## config.mk

```make
export PLATFORM = sky130hd
export DESIGN_NAME = icache_plru
export DESIGN_NICKNAME = d
export VERILOG_FILES = /design/src/source/icache_pkg.sv /design/src/source/icache_plru.sv
export VERILOG_INCLUDE_DIRS = /design/src /design/src/include
export SDC_FILE = /design/constraint.sdc
export NUM_CORES = 1
export LEC_CHECK = 0
export ABC_AREA = 1
export BUFFER_PORTS_ARGS = -buffer_cell sky130_fd_sc_hd__buf_2
export CORE_ASPECT_RATIO = 1.4
export CORE_MARGIN = 3
export CORE_UTILIZATION = 39
export DETAILED_ROUTE_END_ITERATION = 10
export SLEW_MARGIN = 20
export SYNTH_ARGS = -nofsm -noshare
export SYNTH_HDL_FRONTEND = slang
export SYNTH_SLANG_ARGS = --single-unit
```

## constraint.sdc

```tcl
create_clock -name clk -period 1.4 [get_ports clk]
set_input_delay 0.07 -clock clk [delete_from_list [all_inputs] [get_ports clk]]
set_output_delay 0.07 -clock clk [all_outputs]
set_load 0.03 [all_outputs]
```

## src/include/icache_defs.svh

```systemverilog
`ifndef ICACHE_DEFS_SVH
`define ICACHE_DEFS_SVH

// cache geometry, 4 ways x 16 sets x 16 byte lines

`define ICACHE_WAY_BIT      2   // way number width
`define ICACHE_INDEX_BIT    4   // set index width, addr[7:4]
`define ICACHE_OFFSET_BIT   4   // byte offset inside a line
`define ICACHE_WORDS        4   // 32-bit words per line

// derived values
`define ICACHE_WAYS         (1 << `ICACHE_WAY_BIT)        // ways per set
`define ICACHE_SETS         (1 << `ICACHE_INDEX_BIT)      // number of sets
`define ICACHE_WORD_BIT     (`ICACHE_OFFSET_BIT - 2)      // word select inside a line
`define ICACHE_TAG_BIT      (32 - `ICACHE_INDEX_BIT - `ICACHE_OFFSET_BIT)  // 24 tag bits
`define ICACHE_PLRU_BIT     (`ICACHE_WAYS - 1)            // tree bits per set

// address slicing
`define ICACHE_INDEX_LSB    `ICACHE_OFFSET_BIT
`define ICACHE_INDEX_MSB    (`ICACHE_OFFSET_BIT + `ICACHE_INDEX_BIT - 1)
`define ICACHE_TAG_LSB      (`ICACHE_OFFSET_BIT + `ICACHE_INDEX_BIT)

`endif

```

## src/source/icache_pkg.sv

```systemverilog
`include "icache_defs.svh"

package icache_pkg;

    typedef logic [31:0] addr_t;                          // byte address
    typedef logic [31:0] word_t;                          // one instruction word
    typedef logic [`ICACHE_INDEX_BIT-1:0] index_t;        // set index
    typedef logic [`ICACHE_TAG_BIT-1:0] tag_t;            // upper address bits
    typedef logic [`ICACHE_WAY_BIT-1:0] position_t;       // way number
    typedef logic [`ICACHE_PLRU_BIT-1:0] plru_line_t;     // tree bits of one set

    // what the replacement block is asked to do
    typedef enum logic {
        plru_touch,                                       // mark way as most recent
        plru_victim                                       // report oldest way
    } plru_func_t;

    // controller sequence
    typedef enum logic [2:0] {
        st_idle, st_lookup, st_miss,
        st_fill, st_resp
    } ctrl_state_t;

    // fetch request, valid is a one cycle strobe
    typedef struct packed {
        logic  valid;
        addr_t addr;
    } fetch_req_t;

    // fetch response, one cycle pulse
    typedef struct packed {
        logic  valid;
        logic  hit;                                       // 0 when served by refill
        word_t data;
    } fetch_resp_t;

endpackage

```

## src/source/icache_plru.sv

```systemverilog
`timescale 1ns/1ps
`include "icache_defs.svh"

module icache_plru (
    input  logic                   clk,
    input  logic                   resetn,    // active high
    input  logic                   flush,
    input  logic                   en,        // single cycle strobe
    input  icache_pkg::plru_func_t func,
    input  icache_pkg::index_t     index,
    input  icache_pkg::position_t  hit_pos,
    output icache_pkg::position_t  lru_pos
);

    icache_pkg::plru_line_t board [`ICACHE_SETS];   // tree bits per set

    // point every bit on the path of way away from it
    function automatic icache_pkg::plru_line_t touch_path(
        input icache_pkg::plru_line_t line,
        input icache_pkg::position_t  way
    );
        icache_pkg::plru_line_t next;
        next = line;
        next[0] = ~way[1];                           // other pair becomes older
        if (way[1]) begin
            next[2] = ~way[0];                       // ways 2-3 subtree
        end else begin
            next[1] = ~way[0];                       // ways 0-1 subtree
        end
        return next;
    endfunction

    // walk from the root toward the older side
    function automatic icache_pkg::position_t victim_of(
        input icache_pkg::plru_line_t line
    );
        icache_pkg::position_t way;
        if (line[0]) begin
            way = {1'b1, line[2]};                   // pick inside ways 2-3
        end else begin
            way = {1'b0, line[1]};                   // pick inside ways 0-1
        end
        return way;
    endfunction

    logic do_touch;

    assign do_touch = en && (func == icache_pkg::plru_touch);   // victim reads only

    always_ff @(posedge clk) begin
        if (resetn || flush) begin
            for (int s = 0; s < `ICACHE_SETS; s++) begin
                board[s] <= '0;                      // first victim is way 0
            end
        end else if (do_touch) begin
            board[index] <= touch_path(board[index], hit_pos);
        end
    end

    // victim of the addressed set, always valid
    assign lru_pos = victim_of(board[index]);

endmodule

```

Yosys cells after proc, flatten, opt, wreduce, memory -nomap -nowiden
Memories as Yosys holds them, arrays and structs flattened.
Cells that the tools add are included.
{"block": "classes", "reduce_logical": 3, "magnitude_cmp": 0, "bitwise": 3, "n_mux": 15, "n_shift": 0, "eq_ne": 0, "mul": 0, "addsub": 0, "n_div": 0}
{"cell": "1-bit 2-to-1 mux", "count": 12}
{"cell": "4-bit 2-to-1 mux", "count": 1}
{"cell": "3-bit 2-to-1 mux", "count": 1}
{"cell": "1-bit inverter", "count": 3}
{"cell": "3-bit OR reduction", "count": 1}
{"cell": "2-bit 2-to-1 mux", "count": 1}
{"cell": "1-bit logical AND", "count": 1}
{"cell": "1-bit logical OR", "count": 1}
{"block": "totals", "in_bits": 11, "n_memories": 1, "word_cells": 22, "latchBits": 0, "output_inout_bits": 2, "ram_bits": 48, "reg_bits": 0, "romBits": 0}
{"memory": "board", "depth": 16, "word_bits": 3, "read_ports": 1, "rd_clocked_by_memory_dff": 0, "wr": 16, "line": "icache_plru.sv:15", "rtl": "icache_pkg::plru_line_t board [`ICACHE_SETS];"}

Longest topological paths before layout
{"block": "depth", "word_depth": 7, "depth_mapped": 14, "ltp_nobuf": 11}

Least setup slack after synthesis
Ideal clock, no wire load.
{"block": "synth_timing", "path_kind": "in2out", "start": "input port index[0]", "end": "output port lru_pos[0]", "path_buffers": 3, "cell_stages": 9, "arrival_time_ps": 1441, "path_slack_ps": -111, "cell_sequence": "buf_6 > buf_4 > buf_2 > nand3_1 > nand4_1 > nand2_1 > nand4_1 > nand2_1 > nand2_1"}
{"block": "synth_via", "elab_chain_len": 2}
{"item": "from (decl)", "line": "icache_plru.sv:10", "rtl": "input icache_pkg::index_t index,"}
{"item": "memory 16 x 3 bit"}
{"item": "2-bit 2-to-1 mux", "line": "icache_plru.sv:38", "rtl": "if (line[0]) begin"}
{"item": "to (decl)", "line": "icache_plru.sv:12", "rtl": "output icache_pkg::position_t lru_pos"}
Every way passes these cells.

Final worst setup path
{"block": "layout_timing", "start": "memory board[6][2] (netlist name)", "end": "output port lru_pos[0]"}
{"block": "layout_via", "elab_chain_len": 2}
{"item": "from (decl)", "line": "icache_plru.sv:15"}
{"item": "memory 16 x 3 bit"}
{"item": "2-bit 2-to-1 mux", "line": "icache_plru.sv:38"}
Every way passes these cells.

==> results.toml <==
[outcome]
status = "complete, but fails checks"
failed_checks = "setup timing"

[die]
die_area_mm2 = 0.00746
coreArea_mm2 = 0.00621
start_util_pct = 40.5
num_rows = 34
dieHeight_um = 101
die_x_um = 73.8
ios = 13

[cts]
cts_max_path_buffers = 2
root_buffer = "clkbuf_8"
numCtsBuffers = 5
clock_sinks = 48
path_clk_slew_ps = 80
holdBufCountCts = 0
clk_latency_ps = 300
cts_tree = "yes"
htree_levels = 2

[critical_path]
critPathKind = "reg2out"
cp_slowest_cell = "edfxtp_1"
crit_chain = "nand2_2 > nand2_1 > nand2_1 > nand2_1 > nand2_1 > nand2_2 > nor2_4 > inv_1 > nand2_2 > nand2_4 > buf_6"
rr_endpoint = "board[7][1]"
regToRegSetupSlack_ps = -110
cp.required_ps = 1330
path_common_cell = "nand2_1"
path_buf_inv = 2
crit_path_start_kind = "flop"
cp_max_fo = 2
cp-end-kind = "primary output"
arrival_ps = 1480
r2r_cells = 11
cp_top_family = "simple AND/OR/NAND/NOR gates"
rr_startpoint = "board[9][1]"
critical-path-max-stage-delay_ps = 390

[sta]
fin_crit_sh_pct = 111
layout_min_cycle_time_ps = 1550
max_slew.worst_pin.slew_ps = 372
hold_slack_ps = 322
drv_slew = 0
hold_violations = 0
setup_viol = 34
finalClockSkew_ps = 5.04
rsz0062_at_grt = "true"
worst_slack_ps = -153
relSlewSlack_pct = 75.1
tns_ps = -2870
max_freq_mhz = 644

[layout]
mostFrequentLayoutCell = "nand2_1"
antenna_cells = 0
reg_top3 = "board: 48 flops"
stdcell_count = 404
final_cell_mix = "nand2_1 (121), edfxtp_1 (48), nor2_1 (42)"
nFillCells = 585
multi_input_area_mm2 = 0.00107
seqCellArea_mm2 = 0.00144
area_growth_pct = 25.0
largest_register = "board"
final_cell_area_mm2 = 0.00314
final_layout_size_suffix_gt1_share_pct = 30.1
largest_reg_flops = 48
nNetsFinal = 342

[yosys]
synth_seq_cells = 48
synth_area_per_cell_um2 = 8.91
synth_top_area_share_pct = 57.4
syn_inst = 282
synth_area_mm2 = 0.00251
ys_top_cells_by_area = "edfxtp_1 (57%), nand2_1 (19%), nor2_1 (6.4%)"
yosysSeqAreaShare_pct = 57.4
ys_types = 18
synth_nets = 293
yosysWarnings = 0
synth_top_cell_by_area = "edfxtp_1"

[drt]
dr.pass1.iters = 5
drt_iter0_drc = 85
ant_nets = 0
viasPerCell = 4.96
via_count = 2005
avgRoutedWirePerCell_um = 14.4
drc = 0
drt_wl_total_mm = 5.83

[global_routing]
grt_pass1_wl_mm = 9.22
grt.overflow.total = 0
antenna_found_initial = 0
grt_max_degree = 21
track_usage_pct = 16.8
grt_pass1_vias = 1937

[min_path]
worstHoldPathCells = 3
hold_path_class = "in2reg"
min_from = "hit_pos[1]"
hold_path_end = "board[11][0]"

[power]
powerDensity_mw_per_mm2 = 920
power_leakage_nw = 1.36
power_mw = 2.89
peakVddDrop_mv = 0.726

[place]
placed_cells = 392
finalWeightedCongestion = 0.878
port_buffers = 12
place_area_mm2 = 0.00293
dp_hpwl_mm = 4.19

[job]
drv_cap = 0
## report_power, final
part / leakage [nW] / total (mW) / switching (mW) / internal, mW
Sequential: 0.531 / 1.66 / 0.0228 / 1.64
Combinational: 0.792 / 0.442 / 0.280 / 0.162
Clock: 0.0399 / 0.785 / 0.437 / 0.349
## kinds of logic (layout without fill, tap and decap cells)
group                  after synthesis  in the layout  synth area share, %
flip-flops                          48             48                 57.4
AND/OR/NAND/NOR                    214            216                 36.9
buffers and inverters               20             68                 5.73
## through the flow
step | utilization, % | setup slack [ps]
after floorplan | - | -13.9
after global placement | 47.1 | -141
after detailed placement | 47.1 | -154
after CTS | 50.2 | -156
after global routing | 50.6 | -273
final | 50.6 | -153
## area by class of cell
| type | instances | area share, % |
|---|---|---|
| clock inverter | 1 | 0.120 |
| tap | 72 | 2.87 |
| timing repair buffer | 52 | 13.6 |
| inverter | 8 | 1.12 |
| clock buffer | 7 | 2.43 |
| multi-input combinational | 216 | 34.0 |
| sequential | 48 | 45.9 |
## synthesized netlist by cell type
cell	count
nand2_1	126
edfxtp_1	48
nor2_1	43
nor2_2	13
nand3_1	12
nand2_2	8
inv_1	6
nand4_1	5
buf_2	4
nor3_2	4
buf_6	3
buf_12	2
clkbuf_1	2
nand2_4	2
buf_4	1
inv_2	1
inv_6	1
nand3b_1	1
## worst max path at each step
stage | start | end | slack [ps] | cells after the start
2_1_floorplan | index[0] | lru_pos[0] | -10 | 9
3_3_place_gp | index[0] | lru_pos[0] | -140 | 11
3_5_place_dp | index[0] | board[11][1] | -150 | 12
4_1_cts | board[14][2] | lru_pos[0] | -160 | 11
5_1_grt | board[1][1] | lru_pos[0] | -270 | 11
6_report | board[6][2] | lru_pos[0] | -150 | 11
## tightest hold or removal path, cell delays in order
cell and delay [ps]:
buf_2 160, buf_4 180, nor2_1 100
## repair_timing
action / in CTS / in global routing
setup endpoints to repair: 34 / 34
setup buffers: 2 / 0
cloned: 2 / 0
pin swaps: 16 / 2
resized for setup: 14 / 5
## layer usage
layer  GRT usage (%)  vias to the layer above  share of wire (%)
met1            19.4                      939                 40
met4            7.11                        0                3.0
met3            2.89                       13                3.0
met5               0                        -                  0
met2            29.7                       42                 54
li1                -                     1011                  -
No activity file was read; power rests on OpenSTA's default activity.
