===== config.mk =====
export PLATFORM = sky130hd
export DESIGN_NAME = icache_ctrl
export DESIGN_NICKNAME = d
export VERILOG_FILES = /design/src/source/icache_pkg.sv /design/src/source/icache_ctrl.sv
export VERILOG_INCLUDE_DIRS = /design/src /design/src/include
export SDC_FILE = /design/constraint.sdc
export NUM_CORES = 1
export LEC_CHECK = 0
export BUFFER_PORTS_ARGS = -buffer_cell sky130_fd_sc_hd__buf_2
export CORE_MARGIN = 3
export CORE_UTILIZATION = 40
export CTS_BUF_LIST = sky130_fd_sc_hd__clkbuf_8
export DETAILED_ROUTE_END_ITERATION = 8
export GPL_TIMING_DRIVEN = 0
export PLACE_DENSITY_LB_ADDON = 0.05
export SLEW_MARGIN = 20
export SYNTH_ARGS = -nofsm -noshare
export SYNTH_HDL_FRONTEND = slang
export SYNTH_SLANG_ARGS = --single-unit

===== constraint.sdc =====
create_clock -name clk -period 4.33 [get_ports clk]
set_clock_uncertainty 0.05 [all_clocks]
set_input_delay 0.866 -clock clk [delete_from_list [all_inputs] [get_ports clk]]
set_output_delay 0.866 -clock clk [all_outputs]
set_load 0.02 [all_outputs]

===== src/include/icache_defs.svh =====
`ifndef ICACHE_DEFS_SVH
`define ICACHE_DEFS_SVH

// cache geometry, 4 ways x 16 sets x 16 byte lines

`define ICACHE_WAY_BIT      2   // way number width
`define ICACHE_INDEX_BIT    4   // set index width, addr[7:4]
`define ICACHE_OFFSET_BIT   4   // byte offset inside a line
`define ICACHE_WORDS        4   // 32-bit words per line

// derived values
`define ICACHE_WAYS         (1 << `ICACHE_WAY_BIT)        // ways per set
`define ICACHE_SETS         (1 << `ICACHE_INDEX_BIT)      // number of sets
`define ICACHE_WORD_BIT     (`ICACHE_OFFSET_BIT - 2)      // word select inside a line
`define ICACHE_TAG_BIT      (32 - `ICACHE_INDEX_BIT - `ICACHE_OFFSET_BIT)  // 24 tag bits
`define ICACHE_PLRU_BIT     (`ICACHE_WAYS - 1)            // tree bits per set

// address slicing
`define ICACHE_INDEX_LSB    `ICACHE_OFFSET_BIT
`define ICACHE_INDEX_MSB    (`ICACHE_OFFSET_BIT + `ICACHE_INDEX_BIT - 1)
`define ICACHE_TAG_LSB      (`ICACHE_OFFSET_BIT + `ICACHE_INDEX_BIT)

`endif


===== src/source/icache_pkg.sv =====
`include "icache_defs.svh"

package icache_pkg;

    typedef logic [31:0] addr_t;                          // byte address
    typedef logic [31:0] word_t;                          // one instruction word
    typedef logic [`ICACHE_INDEX_BIT-1:0] index_t;        // set index
    typedef logic [`ICACHE_TAG_BIT-1:0] tag_t;            // upper address bits
    typedef logic [`ICACHE_WAY_BIT-1:0] position_t;       // way number
    typedef logic [`ICACHE_PLRU_BIT-1:0] plru_line_t;     // tree bits of one set

    // what the replacement block is asked to do
    typedef enum logic {
        plru_touch,                                       // mark way as most recent
        plru_victim                                       // report oldest way
    } plru_func_t;

    // controller sequence
    typedef enum logic [2:0] {
        st_idle, st_lookup, st_miss,
        st_fill, st_resp
    } ctrl_state_t;

    // fetch request, valid is a one cycle strobe
    typedef struct packed {
        logic  valid;
        addr_t addr;
    } fetch_req_t;

    // fetch response, one cycle pulse
    typedef struct packed {
        logic  valid;
        logic  hit;                                       // 0 when served by refill
        word_t data;
    } fetch_resp_t;

endpackage


===== src/source/icache_ctrl.sv =====
`timescale 1ns/1ps
`include "icache_defs.svh"

module icache_ctrl (
    input  logic                         clk,
    input  logic                         resetn,        // active high
    input  icache_pkg::fetch_req_t       req,
    input  logic                         flush_req,
    output icache_pkg::fetch_resp_t      resp,
    output logic                         busy,
    // memory side
    output logic                         mem_req,
    output icache_pkg::addr_t            mem_addr,      // line aligned
    output logic [`ICACHE_WORD_BIT-1:0]  mem_word,      // next word expected
    input  logic                         mem_valid,
    input  icache_pkg::word_t            mem_rdata,
    // way store
    output icache_pkg::index_t           lookup_index,
    output icache_pkg::tag_t             lookup_tag,
    output logic [`ICACHE_WORD_BIT-1:0]  lookup_word,
    output logic                         fill,
    output icache_pkg::position_t        fill_way,
    output icache_pkg::word_t [`ICACHE_WORDS-1:0] fill_line,
    output logic                         flush,
    input  logic                         hit,
    input  icache_pkg::position_t        hit_way,
    input  icache_pkg::word_t            hit_data,
    // pseudo-LRU
    output logic                         plru_en,
    output icache_pkg::plru_func_t       plru_func,
    output icache_pkg::position_t        plru_hit_pos,
    input  icache_pkg::position_t        lru_pos
);

    icache_pkg::ctrl_state_t state;
    logic                         mem_req_q;        // one cycle after a miss
    logic                         flush_q;          // flush in progress
    logic [`ICACHE_WORD_BIT-1:0]  word_cnt;         // refill words received
    icache_pkg::addr_t            addr_q;           // request being served
    icache_pkg::position_t        victim_way;       // way chosen for refill
    icache_pkg::word_t [`ICACHE_WORDS-1:0] line_buf;
    logic                         resp_hit_q;
    icache_pkg::word_t            resp_data_q;

    logic accept;
    logic last_word;

    assign accept    = (state == icache_pkg::st_idle) && !flush_q && !flush_req && req.valid;
    assign last_word = mem_valid && (word_cnt == `ICACHE_WORD_BIT'(`ICACHE_WORDS - 1));

    // control state
    always_ff @(posedge clk) begin
        if (resetn) begin
            state     <= icache_pkg::st_idle;
            mem_req_q <= 1'b0;
            flush_q   <= 1'b0;
            word_cnt  <= '0;
        end else begin
            mem_req_q <= 1'b0;                      // both are pulses
            flush_q   <= 1'b0;
            case (state)
                icache_pkg::st_idle: begin
                    if (flush_req && !flush_q) begin
                        flush_q <= 1'b1;            // only taken while idle
                    end else if (accept) begin
                        state <= icache_pkg::st_lookup;
                    end
                end
                icache_pkg::st_lookup: begin
                    if (hit) begin
                        state <= icache_pkg::st_resp;
                    end else begin
                        state     <= icache_pkg::st_miss;
                        mem_req_q <= 1'b1;          // ask for the line
                        word_cnt  <= '0;
                    end
                end
                icache_pkg::st_miss: begin
                    if (mem_valid) begin
                        word_cnt <= word_cnt + 1'b1;
                    end
                    if (last_word) begin
                        state <= icache_pkg::st_fill;
                    end
                end
                icache_pkg::st_fill: state <= icache_pkg::st_resp;
                icache_pkg::st_resp: state <= icache_pkg::st_idle;
                default:             state <= icache_pkg::st_idle;
            endcase
        end
    end

    // payload registers
    always_ff @(posedge clk) begin
        if (accept) begin
            addr_q <= req.addr;                     // index, tag, offset held here
        end
        if (mem_req_q) begin
            victim_way <= lru_pos;                  // victim before the touch
        end
        if ((state == icache_pkg::st_miss) && mem_valid) begin
            line_buf[word_cnt] <= mem_rdata;        // words come in counter order
        end
        if ((state == icache_pkg::st_lookup) && hit) begin
            resp_hit_q  <= 1'b1;
            resp_data_q <= hit_data;
        end else if (state == icache_pkg::st_fill) begin
            resp_hit_q  <= 1'b0;
            resp_data_q <= line_buf[lookup_word];   // served from the buffer
        end
    end

    // address split for the arrays
    assign lookup_index = addr_q[`ICACHE_INDEX_MSB:`ICACHE_INDEX_LSB];
    assign lookup_tag   = addr_q[31:`ICACHE_TAG_LSB];
    assign lookup_word  = addr_q[`ICACHE_OFFSET_BIT-1:2];

    assign mem_req  = mem_req_q;
    assign mem_addr = {addr_q[31:`ICACHE_OFFSET_BIT], {`ICACHE_OFFSET_BIT{1'b0}}};
    assign mem_word = word_cnt;

    assign fill      = (state == icache_pkg::st_fill);
    assign fill_way  = victim_way;
    assign fill_line = line_buf;
    assign flush     = flush_q;

    // touch on hit or fill and plain victim read on the miss request
    assign plru_en      = ((state == icache_pkg::st_lookup) && hit) || mem_req_q || fill;
    assign plru_func    = mem_req_q ? icache_pkg::plru_victim : icache_pkg::plru_touch;
    assign plru_hit_pos = fill ? victim_way : hit_way;

    always_comb begin
        resp.valid = (state == icache_pkg::st_resp);
        resp.hit   = resp_hit_q;
        resp.data  = resp_data_q;
    end

    assign busy = (state != icache_pkg::st_idle) || flush_q;   // low again after resp

endmodule


# Yosys cells after proc, flatten, opt, wreduce, memory -nomap -nowiden
# Index checks and enable logic that the tools add are counted.
# Widths: inputs -> output; s select.
word_totals:
  reg_bits: 202
  in_bits: 106
  elab_cells: 68
  out_inout_bits: 236
op_classes:
  reduce_logical: 21
  n_lt_le_gt_ge: 3
  bitwise: 2
  n_eq_ne: 10
  n_addsub: 1
  muxes: 19
op_table:
  columns: ["operator", "n"]
  rows:
  - ["$bwmux 128", 1]
  - ["$mux 32", 4]
  - ["$bmux 32 s2", 1]
  - ["$demux 32 s2", 1]
  - ["$mux 3", 4]
  - ["$pmux 3 s4", 1]
  - ["$ne 2x2->1 const B", 5]
  - ["$logic_and 1x1->1", 8]
  - ["$eq 3x2->1 const B", 2]
  - ["$lt 2x3->1 const B", 2]
  - ["$mux 2", 3]
  - ["$reduce_and 3->1", 2]
  - ["$pmux 2 s2", 1]
  - ["$reduce_bool 2->1", 2]
  - ["$reduce_or 2->1", 2]
  - ["$eq 3x1->1 const B", 1]
  - ["$eq 3x3->1 const B", 1]
  - ["$logic_not 3->1", 1]
  - ["$logic_or 1x1->1", 3]
  - ["$mux 1", 3]
  - ["$reduce_bool 3->1", 1]
  - ["$add 2x1->2 const B", 1]
  - ["$eq 2x2->1 const B", 1]
  - ["$ge 2x1->1 const B", 1]
  - ["2 further kinds", 4]

# Logic depth before layout (Yosys ltp)
depth:
  depth_word: 7
  depth_mapped: 4
  depth_no_buf: 4

# Least setup slack after synthesis
# OpenSTA, ideal clock, no wires.
synth_path:
  kind: "register to register"
  start: "register state[1]"
  end: "register addr_q[10] (enable)"
  arrival_ps: 3428
  period_less_slack_ps: 3939
  path_buffers: 1
  path_slack_ps: 391
  path_stages_with_launch: 4
  setup_ps: 461
  cell_sequence: "dfxtp_1 -> buf_2 -> or4_1 -> nor3b_1"
synth_via:
  elab_chain_cells: 4
synth_lines:
  columns: ["item", "line_no", "rtl"]
  rows:
  - ["from (decl)", "icache_ctrl.sv:35", "icache_pkg::ctrl_state_t state;"]
  - ["from (signal assigned)", "icache_ctrl.sv:54", "state <= icache_pkg::st_idle;"]
  - ["from (signal assigned)", "icache_ctrl.sv:66", "state <= icache_pkg::st_lookup;"]
  - ["from (signal assigned)", "icache_ctrl.sv:71", "state <= icache_pkg::st_resp;"]
  - ["$logic_not 3->1", "icache_ctrl.sv:48", "assign accept = (state == icache_pkg::st_idle) && !flush_q && !flush_req && req.valid;"]
  - ["$logic_and 1x1->1 (3 in series)", "icache_ctrl.sv:48", null]
  - ["via accept", "icache_ctrl.sv:45", "logic accept;"]
  - ["to (signal assigned)", "icache_ctrl.sv:96", "addr_q <= req.addr;"]
  - ["to (decl)", "icache_ctrl.sv:39", "icache_pkg::addr_t addr_q;"]
# The timed path passes the listed nets, and every way through them passes these cells.
# A chain may end at the register's enable or synchronous reset.

# Worst setup path in the final report
layout_path:
  start: "register state[1]"
  end: "output port plru_en"
layout_via:
  elab_chain_cells: 4
  elab_cells_between_ends: 5
  classes_between: "eq/ne (2); reduce/logical (3)"
layout_lines:
  columns: ["item", "line_no", "rtl"]
  rows:
  - ["$eq 3x1->1", "icache_ctrl.sv:128", "assign plru_en = ((state == icache_pkg::st_lookup) && hit) || mem_req_q || fill;"]
  - ["$logic_and 1x1->1", "icache_ctrl.sv:128", null]
  - ["$logic_or 1x1->1", "icache_ctrl.sv:128", null]
  - ["$logic_or 1x1->1 *", "icache_ctrl.sv:128", null]
  - ["to (decl)", "icache_ctrl.sv:29", "output logic plru_en,"]
# Mark *: on every way between the ends. The rest lies on a longest branch, timed or not.

==> run summary <==
fraction of final layout cells sized beyond drive strength 1 -> 0.6699
mean area per synthesized cell -> 21.75 um^2
number of nets in the layout -> 827
Min Clock Period, post-route -> 2951 ps
DRT Wirelength -> 19630 um
setup repair after global routing missed its margin -> false
Slew @ Worst Pin -> 717.1 ps
wire length of the first global-routing pass -> 27940 um
clock latency on the worst-skew pair -> 460 ps
count of warnings emitted by yosys -> 0
xor and xnor fraction of the mapped netlist area -> 0
number of buffers added on ports -> 334
Post-CTS Hold Fix Bufs -> 0
Synth Area in Adders -> 0.006520
total of cells resized after clock tree synthesis -> 0
post-synth design cell area -> 0.007676 mm^2
post-detailed-placement half-perimeter wirelength -> 14760 um
initial drt markers -> 203
async set-reset flop share out of synthesis -> 0
most frequent cells in the layout -> sky130_fd_sc_hd__buf_2, sky130_fd_sc_hd__edfxtp_1, sky130_fd_sc_hd__buf_4
status -> complete, no violations
global router's overall resource usage -> 0.1835
area occupied by registers -> 0.005926 mm^2
flip-flop and latch count after synthesis -> 200
number of search-and-repair iterations in the first detailed-routing pass -> 4
required time worst endpoint -> 3410 ps
post-synth top area share -> 0.7511
Max Buffers Root-to-Sink -> 2
average via count per standard cell -> 4.867
TritonCTS clock tree -> built
setup slack after layout -> 1379 ps
Synth area leader -> sky130_fd_sc_hd__edfxtp_1
post-detailed-route DRC marker count -> 0
Cells after Synth -> 353
placeable core region -> 0.01877 mm^2
VDD IR-drop max -> 0.1793 mV
primary flip-flop cell chosen by synthesis mapping -> sky130_fd_sc_hd__edfxtp_1
sinks on the clock net -> 200
Die Height -> 144.5 um
total number of placement rows -> 50
final-layout setup total negative slack -> 0 ps
pin count of the biggest net entering global routing -> 22
clock buffer count from CTS -> 17
filler cell count in the final layout -> 1580
number of hold violations in the final report -> 0
Ports -> 342
sequential share of the synthesized area -> 0.7720
signal arrival time at the worst endpoint -> 2040 ps
largest cells by area after synthesis -> sky130_fd_sc_hd__edfxtp_1, sky130_fd_sc_hd__mux4_2, sky130_fd_sc_hd__mux2_2
aggregate global routing overflow -> 0
number of nets with antenna violations after routing -> 0
register-to-register setup slack -> 1900 ps
max-slew violation count -> 0
combined area of the multi-input logic cells -> 0.001420 mm^2
clock transition at the register clock pins on the worst setup and hold paths after CTS -> 100 ps
compound-cell area share of the yosys netlist -> 0.003423
leading cell type in the layout, fill and taps excluded -> sky130_fd_sc_hd__buf_2
startpoint types -> register
Via Count -> 4706
Worst Reg2Reg Path Length in Cells -> 6
Max-Cap Viols -> 0
crit path capture type -> output pin
Final Cycle Share -> 0.6816
layout overhead on the synthesized area -> 33.71%
maximum frequency from static timing analysis -> 0.3389 GHz
critical path peak fanout -> 16
vias in the first global route -> 4873
full die area -> 0.02089 mm^2
H-tree Lvls -> 4
clk root buf -> sky130_fd_sc_hd__clkbuf_8
start-to-end type of the worst setup path -> reg2out
routed length per placed instance -> 20.30 um
simple-gate share of the synthesized area -> 0.02445
horizontal die dimension -> 144.5 um
Hold Crit Depth -> 1
Placer Congestion -> 0.7602
antenna violations before repair -> 4
pre-CTS setup slack -> 1493 ps
number of buffers added for setup after CTS -> 0
Final setup violation count -> 0
mux cell area share after synthesis -> 0.1464
number of enable flip-flop cells after synthesis -> 192
count of distinct cell types in the synthesized netlist -> 31
leakage dissipation -> 4.096 nW
PwrDens -> 361.5 mW/mm^2
Slew headroom -> 0.5219
worst min path class -> reg2reg
effective utilization at floorplan -> 0.4090
main combinational cell family by area after synthesis -> multiplexers
## final cells by class
| cell class | count | share of cell area |
|---|---|---|
| Timing Repair Buffer | 342 | 0.1777 |
| Buffer | 46 | 0.03389 |
| Sequential cell | 200 | 0.5773 |
| Antenna cell | 3 | 0.0007314 |
| Inverter | 3 | 0.001097 |
| Clock inverter | 15 | 0.01951 |
| Tap cell | 234 | 0.02853 |
| Multi-Input combinational cell | 107 | 0.1384 |
| Clock buffer | 17 | 0.02280 |
## cell usage after synthesis, types with 2 or more instances
cell,number
sky130_fd_sc_hd__clkbuf_1,3
sky130_fd_sc_hd__inv_1,3
sky130_fd_sc_hd__mux2_2,34
sky130_fd_sc_hd__edfxtp_1,192
sky130_fd_sc_hd__buf_2,2
sky130_fd_sc_hd__nand2b_1,3
sky130_fd_sc_hd__nand3b_1,3
sky130_fd_sc_hd__mux2i_1,2
sky130_fd_sc_hd__dfxtp_1,8
sky130_fd_sc_hd__ha_1,4
sky130_fd_sc_hd__nor2_1,3
sky130_fd_sc_hd__nor4_1,2
sky130_fd_sc_hd__nor3b_1,4
sky130_fd_sc_hd__buf_4,34
sky130_fd_sc_hd__mux4_2,32
sky130_fd_sc_hd__buf_6,6
sky130_fd_sc_hd__and3_1,4
## state kept, by name, indices dropped and copies added, names as in the netlist
name,cells
addr_q,30
fill_line,128
fill_way,2
flush,1
mem_req,1
mem_word,2
resp_data_q,32
resp_hit_q,1
state,3
## cell families after synthesis
family / Yosys count
AND/OR/NAND/NOR: 27
flip-flops: 200
other: 1
AO/OA/AOI/OAI: 4
multiplexers: 68
adder cells (fa/ha/maj): 4
buffers and inverters: 49
## final timing paths
| check | start | endpoint |
|---|---|---|
| min reg2reg | resp_hit_q | resp_hit_q |
| min | resp_hit_q | resp_hit_q |
| max reg2reg | state[1] | addr_q[29] |
| max | state[1] | plru_en |
## worst max-delay path: stages, from the launching register on
cell and delay (ps):
sky130_fd_sc_hd__dfxtp_1 400, sky130_fd_sc_hd__buf_2 230, sky130_fd_sc_hd__nor2_1 110, sky130_fd_sc_hd__nor2_4 470
sky130_fd_sc_hd__or2_2 210, sky130_fd_sc_hd__buf_2 160
## per-layer routing
metal	vias to the layer above	part of all wire	GRT usage	wire [um]
met5	-	0.00036	0	7
met1	2359	0.36	0.2025	7025
li1	2117	-	-	-
met2	206	0.53	0.3216	10500
met4	2	0.013	0.06136	254
met3	22	0.094	0.07540	1842
## report_power, final
group          total (mW)  internal [mW]  leakage, nW  switching (mW)
logic               0.269          0.127         2.07           0.141
clock network        1.28          0.634        0.222           0.649
registers            2.16           2.15         1.80          0.0119
total                3.71           2.91         4.10           0.802
## per-stage QoR
step | util | total power [mW] | area [um^2] | hold WS (ps) | instances
3_5_place_dp | 0.5233 | 2.475 | 9822 | 390.5 | 932
6_report | 0.5469 | 3.711 | 10260 | 410.7 | 967
5_1_grt | 0.5469 | 3.852 | 10260 | 424.8 | 967
3_3_place_gp | 0.5143 | 2.464 | 9652 | 386.0 | 924
2_1_floorplan | - | 2.356 | 7687 | 377.3 | 356
4_1_cts | 0.5465 | 3.753 | 10260 | 413.9 | 964
No activity file was read; power rests on OpenSTA's default activity.
